===== src/logic/arm_pkg.sv =====
// Execute core shared types
package arm_pkg;

  typedef logic [31:0] word_t;
  typedef logic [3:0]  reg_idx_t;
  typedef logic [3:0]  flags_t;   // N Z C V, N in bit 3

  // Instruction field positions, given as the top bit of each field
  localparam int COND_MSB = 31;
  localparam int MODE_MSB = 26;
  localparam int OP_MSB   = 24;
  localparam int S_BIT    = 20;
  localparam int RN_MSB   = 19;
  localparam int RD_MSB   = 15;

  typedef enum logic [3:0] {
    op_and = 4'd0,
    op_or  = 4'd1,
    op_sub = 4'd2,
    op_add = 4'd3,
    op_mov = 4'd4   // Passes the shifted operand
  } alu_op_e;

  typedef enum logic [3:0] {
    cond_eq, cond_ne, cond_cs, cond_cc,
    cond_mi, cond_pl, cond_vs, cond_vc,
    cond_hi, cond_ls, cond_ge, cond_lt,
    cond_gt, cond_le, cond_al, cond_nv
  } cond_e;

  typedef enum logic [1:0] {
    am_rot_imm   = 2'd0,
    am_reg       = 2'd1,
    am_zext_imm  = 2'd2,
    am_shift_reg = 2'd3
  } operand_mode_e;

  typedef enum logic [1:0] {
    sh_lsl = 2'd0,
    sh_lsr = 2'd1,
    sh_asr = 2'd2,
    sh_ror = 2'd3
  } shift_type_e;

endpackage


===== src/logic/reg_file.sv =====
// Sixteen entry register file
`timescale 1ns/10ps

module reg_file import arm_pkg::*; (
  input  logic     clk,
  input  logic     reset,
  input  logic     wr_en,
  input  reg_idx_t wr_idx,
  input  word_t    wr_data,
  input  reg_idx_t rd_idx_a,
  input  reg_idx_t rd_idx_b,
  output word_t    rd_data_a,
  output word_t    rd_data_b
);

  word_t regs [16];

  always_ff @(posedge clk or posedge reset) begin
    if (reset) begin
      for (int i = 0; i < 16; i++) begin
        regs[i] <= '0;
      end
    end else if (wr_en) begin
      regs[wr_idx] <= wr_data;
    end
  end

  // Reads show the stored value, a same-cycle write is seen through forwarding
  assign rd_data_a = regs[rd_idx_a];   // Rn port
  assign rd_data_b = regs[rd_idx_b];   // Rm port

  wr_idx_known_a: assert property (
    @(posedge clk) disable iff (reset)
    wr_en |-> !$isunknown(wr_idx)
  ) else $error("register write with unknown index");

endmodule


===== src/logic/decode_stage.sv =====
// Decode stage and ID/EX register
`timescale 1ns/10ps

module decode_stage import arm_pkg::*; (
  input  logic          clk,
  input  logic          reset,
  input  logic          instr_valid,
  input  word_t         instr,
  input  word_t         rd_data_a,
  input  word_t         rd_data_b,
  input  logic          ex_wr_en,
  input  reg_idx_t      ex_rd,
  input  word_t         ex_result,
  output reg_idx_t      rd_idx_a,
  output reg_idx_t      rd_idx_b,
  output logic          id_valid,
  output cond_e         id_cond,
  output operand_mode_e id_mode,
  output alu_op_e       id_op,
  output logic          id_set_flags,
  output reg_idx_t      id_rd,
  output logic [11:0]   id_operand,
  output word_t         id_rn_val,
  output word_t         id_rm_val
);

  logic  fwd_rn;
  logic  fwd_rm;
  word_t rn_val;
  word_t rm_val;

  assign rd_idx_a = instr[RN_MSB -: 4];   // Rn
  assign rd_idx_b = instr[3:0];           // Rm

  // The instruction in execute writes at the coming edge, so take its result now
  assign fwd_rn = ex_wr_en && (ex_rd == rd_idx_a);
  assign fwd_rm = ex_wr_en && (ex_rd == rd_idx_b);

  assign rn_val = fwd_rn ? ex_result : rd_data_a;
  assign rm_val = fwd_rm ? ex_result : rd_data_b;

  always_ff @(posedge clk or posedge reset) begin
    if (reset) begin
      id_valid <= 1'b0;
    end else begin
      id_valid <= instr_valid;
    end
  end

  always_ff @(posedge clk) begin
    if (instr_valid) begin
      id_cond      <= cond_e'(instr[COND_MSB -: 4]);
      id_mode      <= operand_mode_e'(instr[MODE_MSB -: 2]);   // Bit 27 ignored
      id_op        <= alu_op_e'(instr[OP_MSB -: 4]);
      id_set_flags <= instr[S_BIT];
      id_rd        <= instr[RD_MSB -: 4];
      id_operand   <= instr[11:0];
      id_rn_val    <= rn_val;
      id_rm_val    <= rm_val;
    end
  end

endmodule


===== src/logic/operand_shifter.sv =====
// Second operand shifter
`timescale 1ns/10ps

module operand_shifter import arm_pkg::*; (
  input  operand_mode_e mode,
  input  logic [11:0]   operand,
  input  word_t         rm_val,
  output word_t         shifter_out
);

  word_t       imm_word;
  logic [4:0]  rot_amt;
  logic [4:0]  sh_amt;
  shift_type_e sh_type;
  logic [63:0] imm_pair;
  logic [63:0] rm_pair;

  assign imm_word = {24'b0, operand[7:0]};
  assign rot_amt  = {operand[11:8], 1'b0};   // Twice the rotate field
  assign sh_amt   = operand[11:7];
  assign sh_type  = shift_type_e'(operand[6:5]);

  // Doubled words turn a right shift into a rotate
  assign imm_pair = {imm_word, imm_word} >> rot_amt;
  assign rm_pair  = {rm_val, rm_val} >> sh_amt;

  always_comb begin
    shifter_out = '0;
    case (mode)
      am_rot_imm:  shifter_out = imm_pair[31:0];
      am_reg:      shifter_out = rm_val;
      am_zext_imm: shifter_out = {20'b0, operand};
      am_shift_reg: begin
        // Zero amount leaves Rm as it is for every type
        case (sh_type)
          sh_lsl:  shifter_out = rm_val << sh_amt;
          sh_lsr:  shifter_out = rm_val >> sh_amt;
          sh_asr:  shifter_out = $signed(rm_val) >>> sh_amt;
          sh_ror:  shifter_out = rm_pair[31:0];
          default: shifter_out = '0;
        endcase
      end
      default: shifter_out = '0;
    endcase
  end

endmodule


===== src/logic/alu.sv =====
// ALU with flag generation
`timescale 1ns/10ps

module alu import arm_pkg::*; (
  input  alu_op_e op,
  input  word_t   a,
  input  word_t   b,
  input  flags_t  flags_in,
  output word_t   result,
  output flags_t  flags_out
);

  logic [32:0] sum;
  logic [32:0] diff;
  logic        c_new;
  logic        v_new;

  assign sum  = {1'b0, a} + {1'b0, b};
  assign diff = {1'b0, a} - {1'b0, b};

  always_comb begin
    result = '0;
    c_new  = flags_in[1];   // C and V held unless arithmetic
    v_new  = flags_in[0];
    case (op)
      op_and: result = a & b;
      op_or:  result = a | b;
      op_sub: begin
        result = diff[31:0];
        c_new  = ~diff[32];   // Set when no borrow
        v_new  = (a[31] != b[31]) && (diff[31] != a[31]);
      end
      op_add: begin
        result = sum[31:0];
        c_new  = sum[32];
        v_new  = (a[31] == b[31]) && (sum[31] != a[31]);
      end
      op_mov: result = b;
      default: result = '0;
    endcase
  end

  assign flags_out = {result[31], (result == '0), c_new, v_new};

endmodule


===== src/logic/cond_flags.sv =====
// Flag register and condition check
`timescale 1ns/10ps

module cond_flags import arm_pkg::*; (
  input  logic   clk,
  input  logic   reset,
  input  cond_e  cond,
  input  logic   flags_wr,
  input  flags_t flags_next,
  output flags_t flags,
  output logic   cond_pass
);

  logic n;
  logic z;
  logic c;
  logic v;

  always_ff @(posedge clk or posedge reset) begin
    if (reset) begin
      flags <= '0;
    end else if (flags_wr) begin
      flags <= flags_next;
    end
  end

  assign {n, z, c, v} = flags;

  always_comb begin
    case (cond)
      cond_eq: cond_pass = z;
      cond_ne: cond_pass = !z;
      cond_cs: cond_pass = c;
      cond_cc: cond_pass = !c;
      cond_mi: cond_pass = n;
      cond_pl: cond_pass = !n;
      cond_vs: cond_pass = v;
      cond_vc: cond_pass = !v;
      cond_hi: cond_pass = c && !z;        // Unsigned higher
      cond_ls: cond_pass = !c || z;
      cond_ge: cond_pass = (n == v);       // Signed compare
      cond_lt: cond_pass = (n != v);
      cond_gt: cond_pass = !z && (n == v);
      cond_le: cond_pass = z || (n != v);
      cond_al: cond_pass = 1'b1;
      default: cond_pass = 1'b0;           // NV never runs
    endcase
  end

  // A flag change must come from a write in the cycle before
  flags_hold_a: assert property (
    @(posedge clk) disable iff (reset)
    !$stable(flags) |-> $past(flags_wr)
  ) else $error("flags changed without a flag write");

endmodule


===== src/logic/exec_stage.sv =====
// Execute stage with write-back
`timescale 1ns/10ps

module exec_stage import arm_pkg::*; (
  input  logic          clk,
  input  logic          reset,
  input  logic          id_valid,
  input  cond_e         id_cond,
  input  operand_mode_e id_mode,
  input  alu_op_e       id_op,
  input  logic          id_set_flags,
  input  reg_idx_t      id_rd,
  input  logic [11:0]   id_operand,
  input  word_t         id_rn_val,
  input  word_t         id_rm_val,
  output logic          ex_wr_en,
  output reg_idx_t      ex_rd,
  output word_t         ex_result,
  output logic          done,
  output logic          executed,
  output word_t         result,
  output reg_idx_t      result_rd,
  output flags_t        flags
);

  word_t  shifter_out;
  word_t  alu_result;
  flags_t alu_flags;
  logic   cond_pass;
  logic   flags_wr;

  operand_shifter shifter0 (
    .mode        (id_mode),
    .operand     (id_operand),
    .rm_val      (id_rm_val),
    .shifter_out (shifter_out)
  );

  alu alu0 (
    .op        (id_op),
    .a         (id_rn_val),
    .b         (shifter_out),
    .flags_in  (flags),
    .result    (alu_result),
    .flags_out (alu_flags)
  );

  cond_flags flags0 (
    .clk        (clk),
    .reset      (reset),
    .cond       (id_cond),
    .flags_wr   (flags_wr),
    .flags_next (alu_flags),
    .flags      (flags),
    .cond_pass  (cond_pass)
  );

  assign ex_wr_en  = id_valid && cond_pass;   // Also drives the register file write
  assign ex_rd     = id_rd;
  assign ex_result = alu_result;
  assign flags_wr  = ex_wr_en && id_set_flags;

  always_ff @(posedge clk or posedge reset) begin
    if (reset) begin
      done     <= 1'b0;
      executed <= 1'b0;
    end else begin
      done     <= id_valid;
      executed <= ex_wr_en;
    end
  end

  // Value is reported even when the condition failed
  always_ff @(posedge clk) begin
    result    <= alu_result;
    result_rd <= id_rd;
  end

  executed_done_a: assert property (
    @(posedge clk) disable iff (reset)
    executed |-> done
  ) else $error("executed without done");

endmodule


===== src/logic/arm_exec_core.sv =====
// Two-stage execute core
`timescale 1ns/10ps

module arm_exec_core import arm_pkg::*; (
  input  logic     clk,
  input  logic     reset,
  input  logic     instr_valid,
  input  word_t    instr,
  output logic     done,
  output logic     executed,
  output word_t    result,
  output reg_idx_t result_rd,
  output flags_t   flags
);

  reg_idx_t      rd_idx_a;
  reg_idx_t      rd_idx_b;
  word_t         rd_data_a;
  word_t         rd_data_b;
  logic          ex_wr_en;
  reg_idx_t      ex_rd;
  word_t         ex_result;
  logic          id_valid;
  cond_e         id_cond;
  operand_mode_e id_mode;
  alu_op_e       id_op;
  logic          id_set_flags;
  reg_idx_t      id_rd;
  logic [11:0]   id_operand;
  word_t         id_rn_val;
  word_t         id_rm_val;

  decode_stage decode0 (
    .clk (clk), .reset (reset), .instr_valid (instr_valid), .instr (instr),
    .rd_data_a (rd_data_a), .rd_data_b (rd_data_b),
    .ex_wr_en (ex_wr_en), .ex_rd (ex_rd), .ex_result (ex_result),
    .rd_idx_a (rd_idx_a), .rd_idx_b (rd_idx_b), .id_valid (id_valid),
    .id_cond (id_cond), .id_mode (id_mode), .id_op (id_op),
    .id_set_flags (id_set_flags), .id_rd (id_rd), .id_operand (id_operand),
    .id_rn_val (id_rn_val), .id_rm_val (id_rm_val)
  );

  // Write port is fed straight from the execute stage
  reg_file regs0 (
    .clk (clk), .reset (reset),
    .wr_en (ex_wr_en), .wr_idx (ex_rd), .wr_data (ex_result),
    .rd_idx_a (rd_idx_a), .rd_idx_b (rd_idx_b),
    .rd_data_a (rd_data_a), .rd_data_b (rd_data_b)
  );

  exec_stage exec0 (
    .clk (clk), .reset (reset), .id_valid (id_valid), .id_cond (id_cond),
    .id_mode (id_mode), .id_op (id_op), .id_set_flags (id_set_flags),
    .id_rd (id_rd), .id_operand (id_operand),
    .id_rn_val (id_rn_val), .id_rm_val (id_rm_val),
    .ex_wr_en (ex_wr_en), .ex_rd (ex_rd), .ex_result (ex_result),
    .done (done), .executed (executed), .result (result),
    .result_rd (result_rd), .flags (flags)
  );

endmodule


===== config.mk =====
export PLATFORM = sky130hd
export DESIGN_NAME = arm_exec_core
export DESIGN_NICKNAME = d
export VERILOG_FILES = /design/src/logic/arm_pkg.sv /design/src/logic/reg_file.sv /design/src/logic/decode_stage.sv /design/src/logic/operand_shifter.sv /design/src/logic/alu.sv /design/src/logic/cond_flags.sv /design/src/logic/exec_stage.sv /design/src/logic/arm_exec_core.sv
export SDC_FILE = /design/constraint.sdc
export NUM_CORES = 2
export LEC_CHECK = 0
export BUFFER_PORTS_ARGS = -buffer_cell sky130_fd_sc_hd__buf_2
export CORE_ASPECT_RATIO = 0.5
export CORE_MARGIN = 2
export CORE_UTILIZATION = 55
export DETAILED_ROUTE_END_ITERATION = 10
export GPL_TIMING_DRIVEN = 0
export PLACE_DENSITY = 0.7
export SLEW_MARGIN = 20
export SYNTH_ARGS = -nofsm -noshare
export SYNTH_HDL_FRONTEND = slang
export SYNTH_SLANG_ARGS = --single-unit

===== constraint.sdc =====
create_clock -name clk -period 16.1 [get_ports clk]
set_clock_uncertainty 0.05 [all_clocks]
set_input_delay 0 -clock clk [delete_from_list [all_inputs] [get_ports clk]]
set_output_delay 0 -clock clk [all_outputs]
set_load 0.01 [all_outputs]

Yosys cells after proc, flatten, opt, wreduce, memory -nomap -nowiden
Index checks and enable logic that the tools add are counted.

Register bits after elaboration: 646. Bits in latches: 0. Memory bits (writable): 0. Bits in read-only memories: 0. Input port bits: 35. Memories: 0.

$add $sub $neg: 2. $mul: 0. Div/mod/pow operators: 0. Magnitude comparators: 4. Equal/unequal tests: 32. Shifts and indexed selects: 5. Mux-type cells: 17. Bitwise gates (word level): 6. Reductions and logical operators: 22.

Operators with widths (count): 512-bit bitwise mux (1); 32-bit binary-select mux with 4-bit select (2); 32-bit one-hot mux with 4 select lines (2); 32-bit 2-to-1 mux (7); 32-bit one-hot mux with 5 select lines (1); 32-bit demux with 4-bit select (1); 64-bit by 5-bit >> shifter with 32-bit output (1); 40-bit by 5-bit >> shifter with 32-bit output (1); 32-bit by 32-bit adder with 33-bit output (1); 32-bit by 32-bit subtractor with 33-bit output (1); 32-bit bitwise AND (1); 32-bit logical NOT (1); 32-bit OR (1); 32-bit by 5-bit left shift with 32-bit output (1); 32-bit by 5-bit >> shifter with 32-bit output (1); 32-bit by 5-bit >>> shifter with 32-bit output (1); 4-bit == test (second input constant) (7); 4-bit by 3-bit == test with 1-bit output (second input constant) (5); 4-bit by 2-bit == test with 1-bit output (second input constant) (4); 5-bit >= comparator (second input constant) (3); 4-bit inverter with 5-bit output (3); 1-bit one-hot mux with 15 select lines (1); 1-bit logical AND (9); 2-bit == test (second input constant) (4); 14 further kinds (28).

Logic depth before layout (Yosys ltp)
Depth in word-level cells: 7. Mapped depth: 28. Mapped depth without buffers: 22.

Cells and area by module
A second synthesis with hierarchy kept.

Cell total of the unflattened synthesis: 3583. Area total of the unflattened synthesis: 42706.0 um2.

Modules (own cells, without submodules): reg_file (times used 1, cells each 1681, area an instance 26629.3 um2, seq. area each 12812.3 um2); operand_shifter (times used 1, cells each 891, area an instance 6194.7 um2, seq. area each 0.0 um2); alu (times used 1, cells each 754, area an instance 4991.0 um2, seq. area each 0.0 um2); decode_stage (times used 1, cells each 186, area an instance 3833.7 um2, seq. area each 2757.6 um2); exec_stage (times used 1, cells each 45, area an instance 817.0 um2, seq. area each 770.7 um2); cond_flags (times used 1, cells each 26, area an instance 240.2 um2, seq. area each 100.1 um2).

Least setup slack after synthesis
No wires, ideal clock.

Path kind: register to register. Start point: register decode0.id_operand[11]. End point: register decode0.id_rm_val[28], data pin. Library setup time: 260 ps. Arrival: 5188 ps. Data required time: 15790 ps. Slack: 10602 ps. Cell stages (with the launch flop): 22. Path buffers: 5. Cell sequence: edfxtp_1 > buf_2 > buf_1 > buf_2 > clkbuf_1 > clkbuf_1 > mux2i_1 > a221oi_1 > o22ai_1 > ha_1 > fa_1 > o21ba_1 > or4_1 > a21oi_2 > nand2_1 > a21oi_1 > o21a_1 > a21oi_1 > xnor2_1 > a211oi_1 > inv_1 > mux2_2.

Longest elaborated chain between the ends: 6.

RTL lines: from (decl) (RTL line decode_stage.sv:22) `output logic [11:0] id_operand,`; from (signal assigned) (RTL line decode_stage.sv:57) `id_operand <= instr[11:0];`; 64-bit by 5-bit >> shifter with 32-bit output (tied with other cells) (RTL line operand_shifter.sv:25) `assign rm_pair = {rm_val, rm_val} >> sh_amt;`; 32-bit one-hot mux with 4 select lines (RTL line operand_shifter.sv:35) `case (sh_type)`; 32-bit one-hot mux with 4 select lines (*) (RTL line operand_shifter.sv:29) `case (mode)`; 32-bit by 32-bit adder with 33-bit output (tied with other cells) (RTL line alu.sv:18) `assign sum = {1'b0, a} + {1'b0, b};`; 32-bit one-hot mux with 5 select lines (*) (RTL line alu.sv:25) `case (op)`; via decode0.ex_result[28] (RTL line decode_stage.sv:13) `input word_t ex_result,`; 32-bit 2-to-1 mux (*) (RTL line decode_stage.sv:40) `assign rm_val = fwd_rm ? ex_result : rd_data_b;`; via decode0.rm_val[28] (RTL line decode_stage.sv:30) `word_t rm_val;`; to (signal assigned) (RTL line decode_stage.sv:59) `id_rm_val <= rm_val;`; to (decl) (RTL line decode_stage.sv:24) `output word_t id_rm_val`.

Mark *: on every way through the listed nets, which the timed path passes. The rest lies on a longest branch. A chain may end at the register's enable or synchronous reset.

Final worst setup path
Start point: register decode0.id_operand[10]. End point: register decode0.id_rn_val[31], data pin.

Longest elaborated chain between the ends: 6.

RTL lines: 64-bit by 5-bit >> shifter with 32-bit output (tied with other cells) (RTL line operand_shifter.sv:25); 32-bit one-hot mux with 4 select lines (RTL line operand_shifter.sv:35); 32-bit one-hot mux with 4 select lines (*) (RTL line operand_shifter.sv:29); 32-bit by 32-bit adder with 33-bit output (tied with other cells) (RTL line alu.sv:18); 32-bit one-hot mux with 5 select lines (*) (RTL line alu.sv:25); 32-bit 2-to-1 mux (*) (RTL line decode_stage.sv:39) `assign rn_val = fwd_rn ? ex_result : rd_data_a;`; via decode0.rn_val[31] (RTL line decode_stage.sv:29) `word_t rn_val;`; to (signal assigned) (RTL line decode_stage.sv:58) `id_rn_val <= rn_val;`; to (decl) (RTL line decode_stage.sv:23) `output word_t id_rn_val,`.

Marks and branches as above.

==> metrics.md <==
| Metric | Value |
|---|---|
| Initial antenna violation count | 12 |
| Largest net degree at the start of global routing | 110 |
| Post-route insts no fill | 5241 |
| Final Max Slew Viols | 0 |
| Clk sink count | 646 |
| Postcts setup bufs | 0 |
| Area growth from synthesis to layout | 10.73% |
| Slew @ Worst Pin | 1.242 ns |
| Total power | 6162 µW |
| M2 GR Usage | 70.73% |
| Drt pass-1 iters | 7 |
| Fin crit share | 59.59% |
| Clock buffer depth | 3 |
| Die ar. | 79580 µm² |
| Status | finished, final reports clean |
| Reg clk slew, reported paths | 0.10 ns |
| WHS Endpoint | decode0.id_operand[4] |
| Post-Syn Nets | 4106 |
| Share of cells above drive strength 1 | 21.59% |
| Min-Delay Path Class | in -> reg |
| Synthesized area per cell | 10.70 µm² |
| Synth top area cells | dfrtp_1, mux4_2, mux2_2, edfxtp_1, o21ai_0 |
| CTS root buf | clkbuf_16 |
| Library cells used by synthesis | 98 |
| GR Overflow Total | 0 |
| Maxcap violations | 0 |
| Cts repair resizes | 0 |
| Num ports | 77 |
| Layout Nets | 4298 |
| Post-Synthesis Cells | 3970 |
| Synth warnings | 0 |
| Final min period | 9.595 ns |
| Grt peak-use layer | met2 |
| M3 GR Usage | 20.89% |
| Post-DR wirelength/cell | 37.06 µm |
| Post-synth EDFFs | 91 |
| Core Region | 75780 µm² |
| Max FO, Critical Path | 10 |
| Gr usage total | 48.51% |
| Lkg Pwr | 0.01948 µW |
| Kind of start point of the critical path | flop |
| Final setup TNS | 0 ns |
| Req. time, crit path | 16.38 ns |
| TritonCTS clock tree | built |
| Peak supply drop | 0.0001087 V |
| Synthesized flop and latch total | 646 |
| Rows | 71 |
| Die H | 200.5 µm |
| Hold path start | instr[4] |
| Skew-Pair Late Insertion Delay | 0.71 ns |
| FF-to-FF Start | decode0.id_operand[10] |
| Final Hold Viols | 0 |
| Crit path arrival time | 9.87 ns |
| Residual DRC count | 0 |
| Initial Util | 56.04% |
| Fmax | 0.1042 GHz |
| Die W | 397.0 µm |
| Pwr Density | 131.0 nW/µm² |
| Final Wtd Congestion | 1.095 |
| RSZ-0062 raised after global routing | no |
| First-pass GRT wire length | 274.3 mm |
| Async S/R FF share, synth | 80.34% |
| Met1 GRT Util | 60.24% |
| Seq/Total Area, Yosys | 38.72% |
| Reg2Reg Depth | 22 |
| Antenna Nets Post-Route | 0 |
| CP endpoint kind | flop |
| # setup viols final | 0 |
| Synth top area share | 30.58% |
| Htree depth | 2 |
| Main synth FF type | dfrtp_1 |
| Crit path kind | reg -> reg |
| Vias | 39270 |
| Vias per cell | 7.493 |
| Vias in the first global route | 37840 |
| Cell Area, Synth | 42460 µm² |
| DRT iter0 DRCs | 6616 |
| Cell count after placement | 5075 |
| Port Buf Inserts | 72 |
| Relative slew slack | 16.88% |
| Worst reg2reg endpoint | decode0.id_rn_val[31] |
| Routed Wire Length | 194.2 mm |
| Cell taking the most area after synthesis | dfrtp_1 |
| Fill cells | 5983 |
| Hpwl dp | 141.7 mm |
| Clock buffer count from CTS | 56 |
| Flop-to-flop setup slack | 6.51 ns |
| Hold path depth | 2 |
[flip-flops by register name, indices dropped and copies added, names as in the netlist, 12 cells and up]
signal / count
decode0.id_operand: 12
regs0.regs: 512
decode0.id_rn_val: 32
decode0.id_rm_val: 32
exec0.result: 32
[synth_stat cells (22+ instances only)]
cell	instances
a211oi_1	26
a21oi_1	242
a22oi_1	26
a31oi_1	26
buf_1	42
buf_2	36
clkbuf_1	269
dfrtp_1	519
dfxtp_1	36
edfxtp_1	91
ha_1	99
inv_1	134
mux2_2	251
mux2i_1	79
mux4_2	354
nand2_1	454
nand3_1	59
nor2_1	236
nor3_1	39
nor4_1	22
o211ai_1	44
o21a_1	25
o21ai_0	360
o21ai_1	22
o221ai_1	22
o22ai_1	30
xnor2_1	34
[cells in the final DEF, fill, tap and decap left out, types with 36 or more instances in the layout]
master	instances
o21ai_0	359
buf_2	110
inv_1	133
nor2_1	236
buf_1	36
nand3_1	59
edfxtp_1	91
nand2_1	454
mux4_2	354
ha_1	99
mux2_2	251
o211ai_1	44
dfrtp_1	519
clkbuf_16	56
clkbuf_1	262
nor3_1	38
dlygate4sd3_1	49
a21oi_1	242
mux2i_1	79
dfxtp_1	36
[how the worst max path moves through the flow]
stage / endpoint / from / slack, ns
after floorplan: decode0.id_valid / reset / 1.55
after global placement: regs0.regs[364] / reset / -3.46
after detailed placement: decode0.id_rn_val[31] / decode0.id_operand[10] / 7.19
after CTS: decode0.id_rn_val[31] / decode0.id_operand[10] / 7.03
after global routing: decode0.id_rn_val[31] / decode0.id_operand[10] / 6.62
final: decode0.id_rn_val[31] / decode0.id_operand[10] / 6.51
[metal layers]
metal	share of wire, %	up-vias	wire (µm)
li1	-	15320	-
met1	35	19480	67400
met2	42	3512	81770
met3	15	943	29530
met4	7.9	12	15250
met5	0.14	-	266
[area by class of cell]
| class | instances | area [µm²] | area share (%) |
|---|---|---|---|
| multi-input cells | 2822 | 24050 | 51.14 |
| flip-flops and latches | 646 | 16440 | 34.97 |
| plain buffers | 362 | 1518 | 3.228 |
| clock buffers | 64 | 1481 | 3.151 |
| well taps | 1022 | 1279 | 2.720 |
| repair buffers | 134 | 1087 | 2.312 |
| clock inverters | 42 | 613.1 | 1.304 |
| inverters | 140 | 533.0 | 1.134 |
| diodes | 9 | 22.52 | 0.04790 |
[kinds of logic after synthesis]
family                     Yosys count  share of synthesized area (%)
AOI/OAI and AO/OA                 1026                          15.08
xor gates and xnor gates            43                         0.8869
adders and majority gates          101                          3.011
buffers and inverters              502                          4.764
DFF                                646                          38.72
muxes                              696                          27.62
and+or+nand+nor                    956                          9.915
[per-stage QoR]
step / hold slack, ns / instance area (µm²) / util (%) / worst slack (ns)
5_1_grt: 0.01387 / 47000 / 62.02 / 6.619
4_1_cts: 0.002010 / 46950 / 61.96 / 7.026
6_report: 0.002799 / 47020 / 62.05 / 6.505
3_5_place_dp: 0.06686 / 44370 / 58.55 / 7.192
3_3_place_gp: 0.1261 / 44100 / 58.20 / -3.463
2_1_floorplan: -0.01857 / 42460 / - / 1.552
[power by group]
group	total (µW)	switching, µW	internal (µW)
Clock	1570	718	855
Combinational	2250	1380	875
Sequential	2340	325	2010
[timing repair]
action                                  in CTS  in global routing
endpoints found under the hold margin      544                  0
endpoints found under the setup margin       0                  0
hold buffers                                49                  0
[critical path: stages, from the launching register on]
cell and delay [ns]:
edfxtp_1 0.43, buf_2 0.29, clkbuf_1 0.69, buf_1 0.72
buf_1 0.71, clkbuf_1 0.83, o21ai_0 0.26, a211oi_1 0.78
or3_1 0.24, nand2_1 0.14, inv_1 0.18, ha_1 0.31
o31ai_1 0.47, nor2_1 0.08, nand3_1 0.15, nand4_1 0.24
o21bai_1 0.41, nand3_1 0.15, a21oi_1 0.33, xnor2_1 0.12
a2111oi_1 0.78, clkbuf_1 0.64, mux2i_1 0.19
Note: power is estimated with default switching activity, not from simulation.
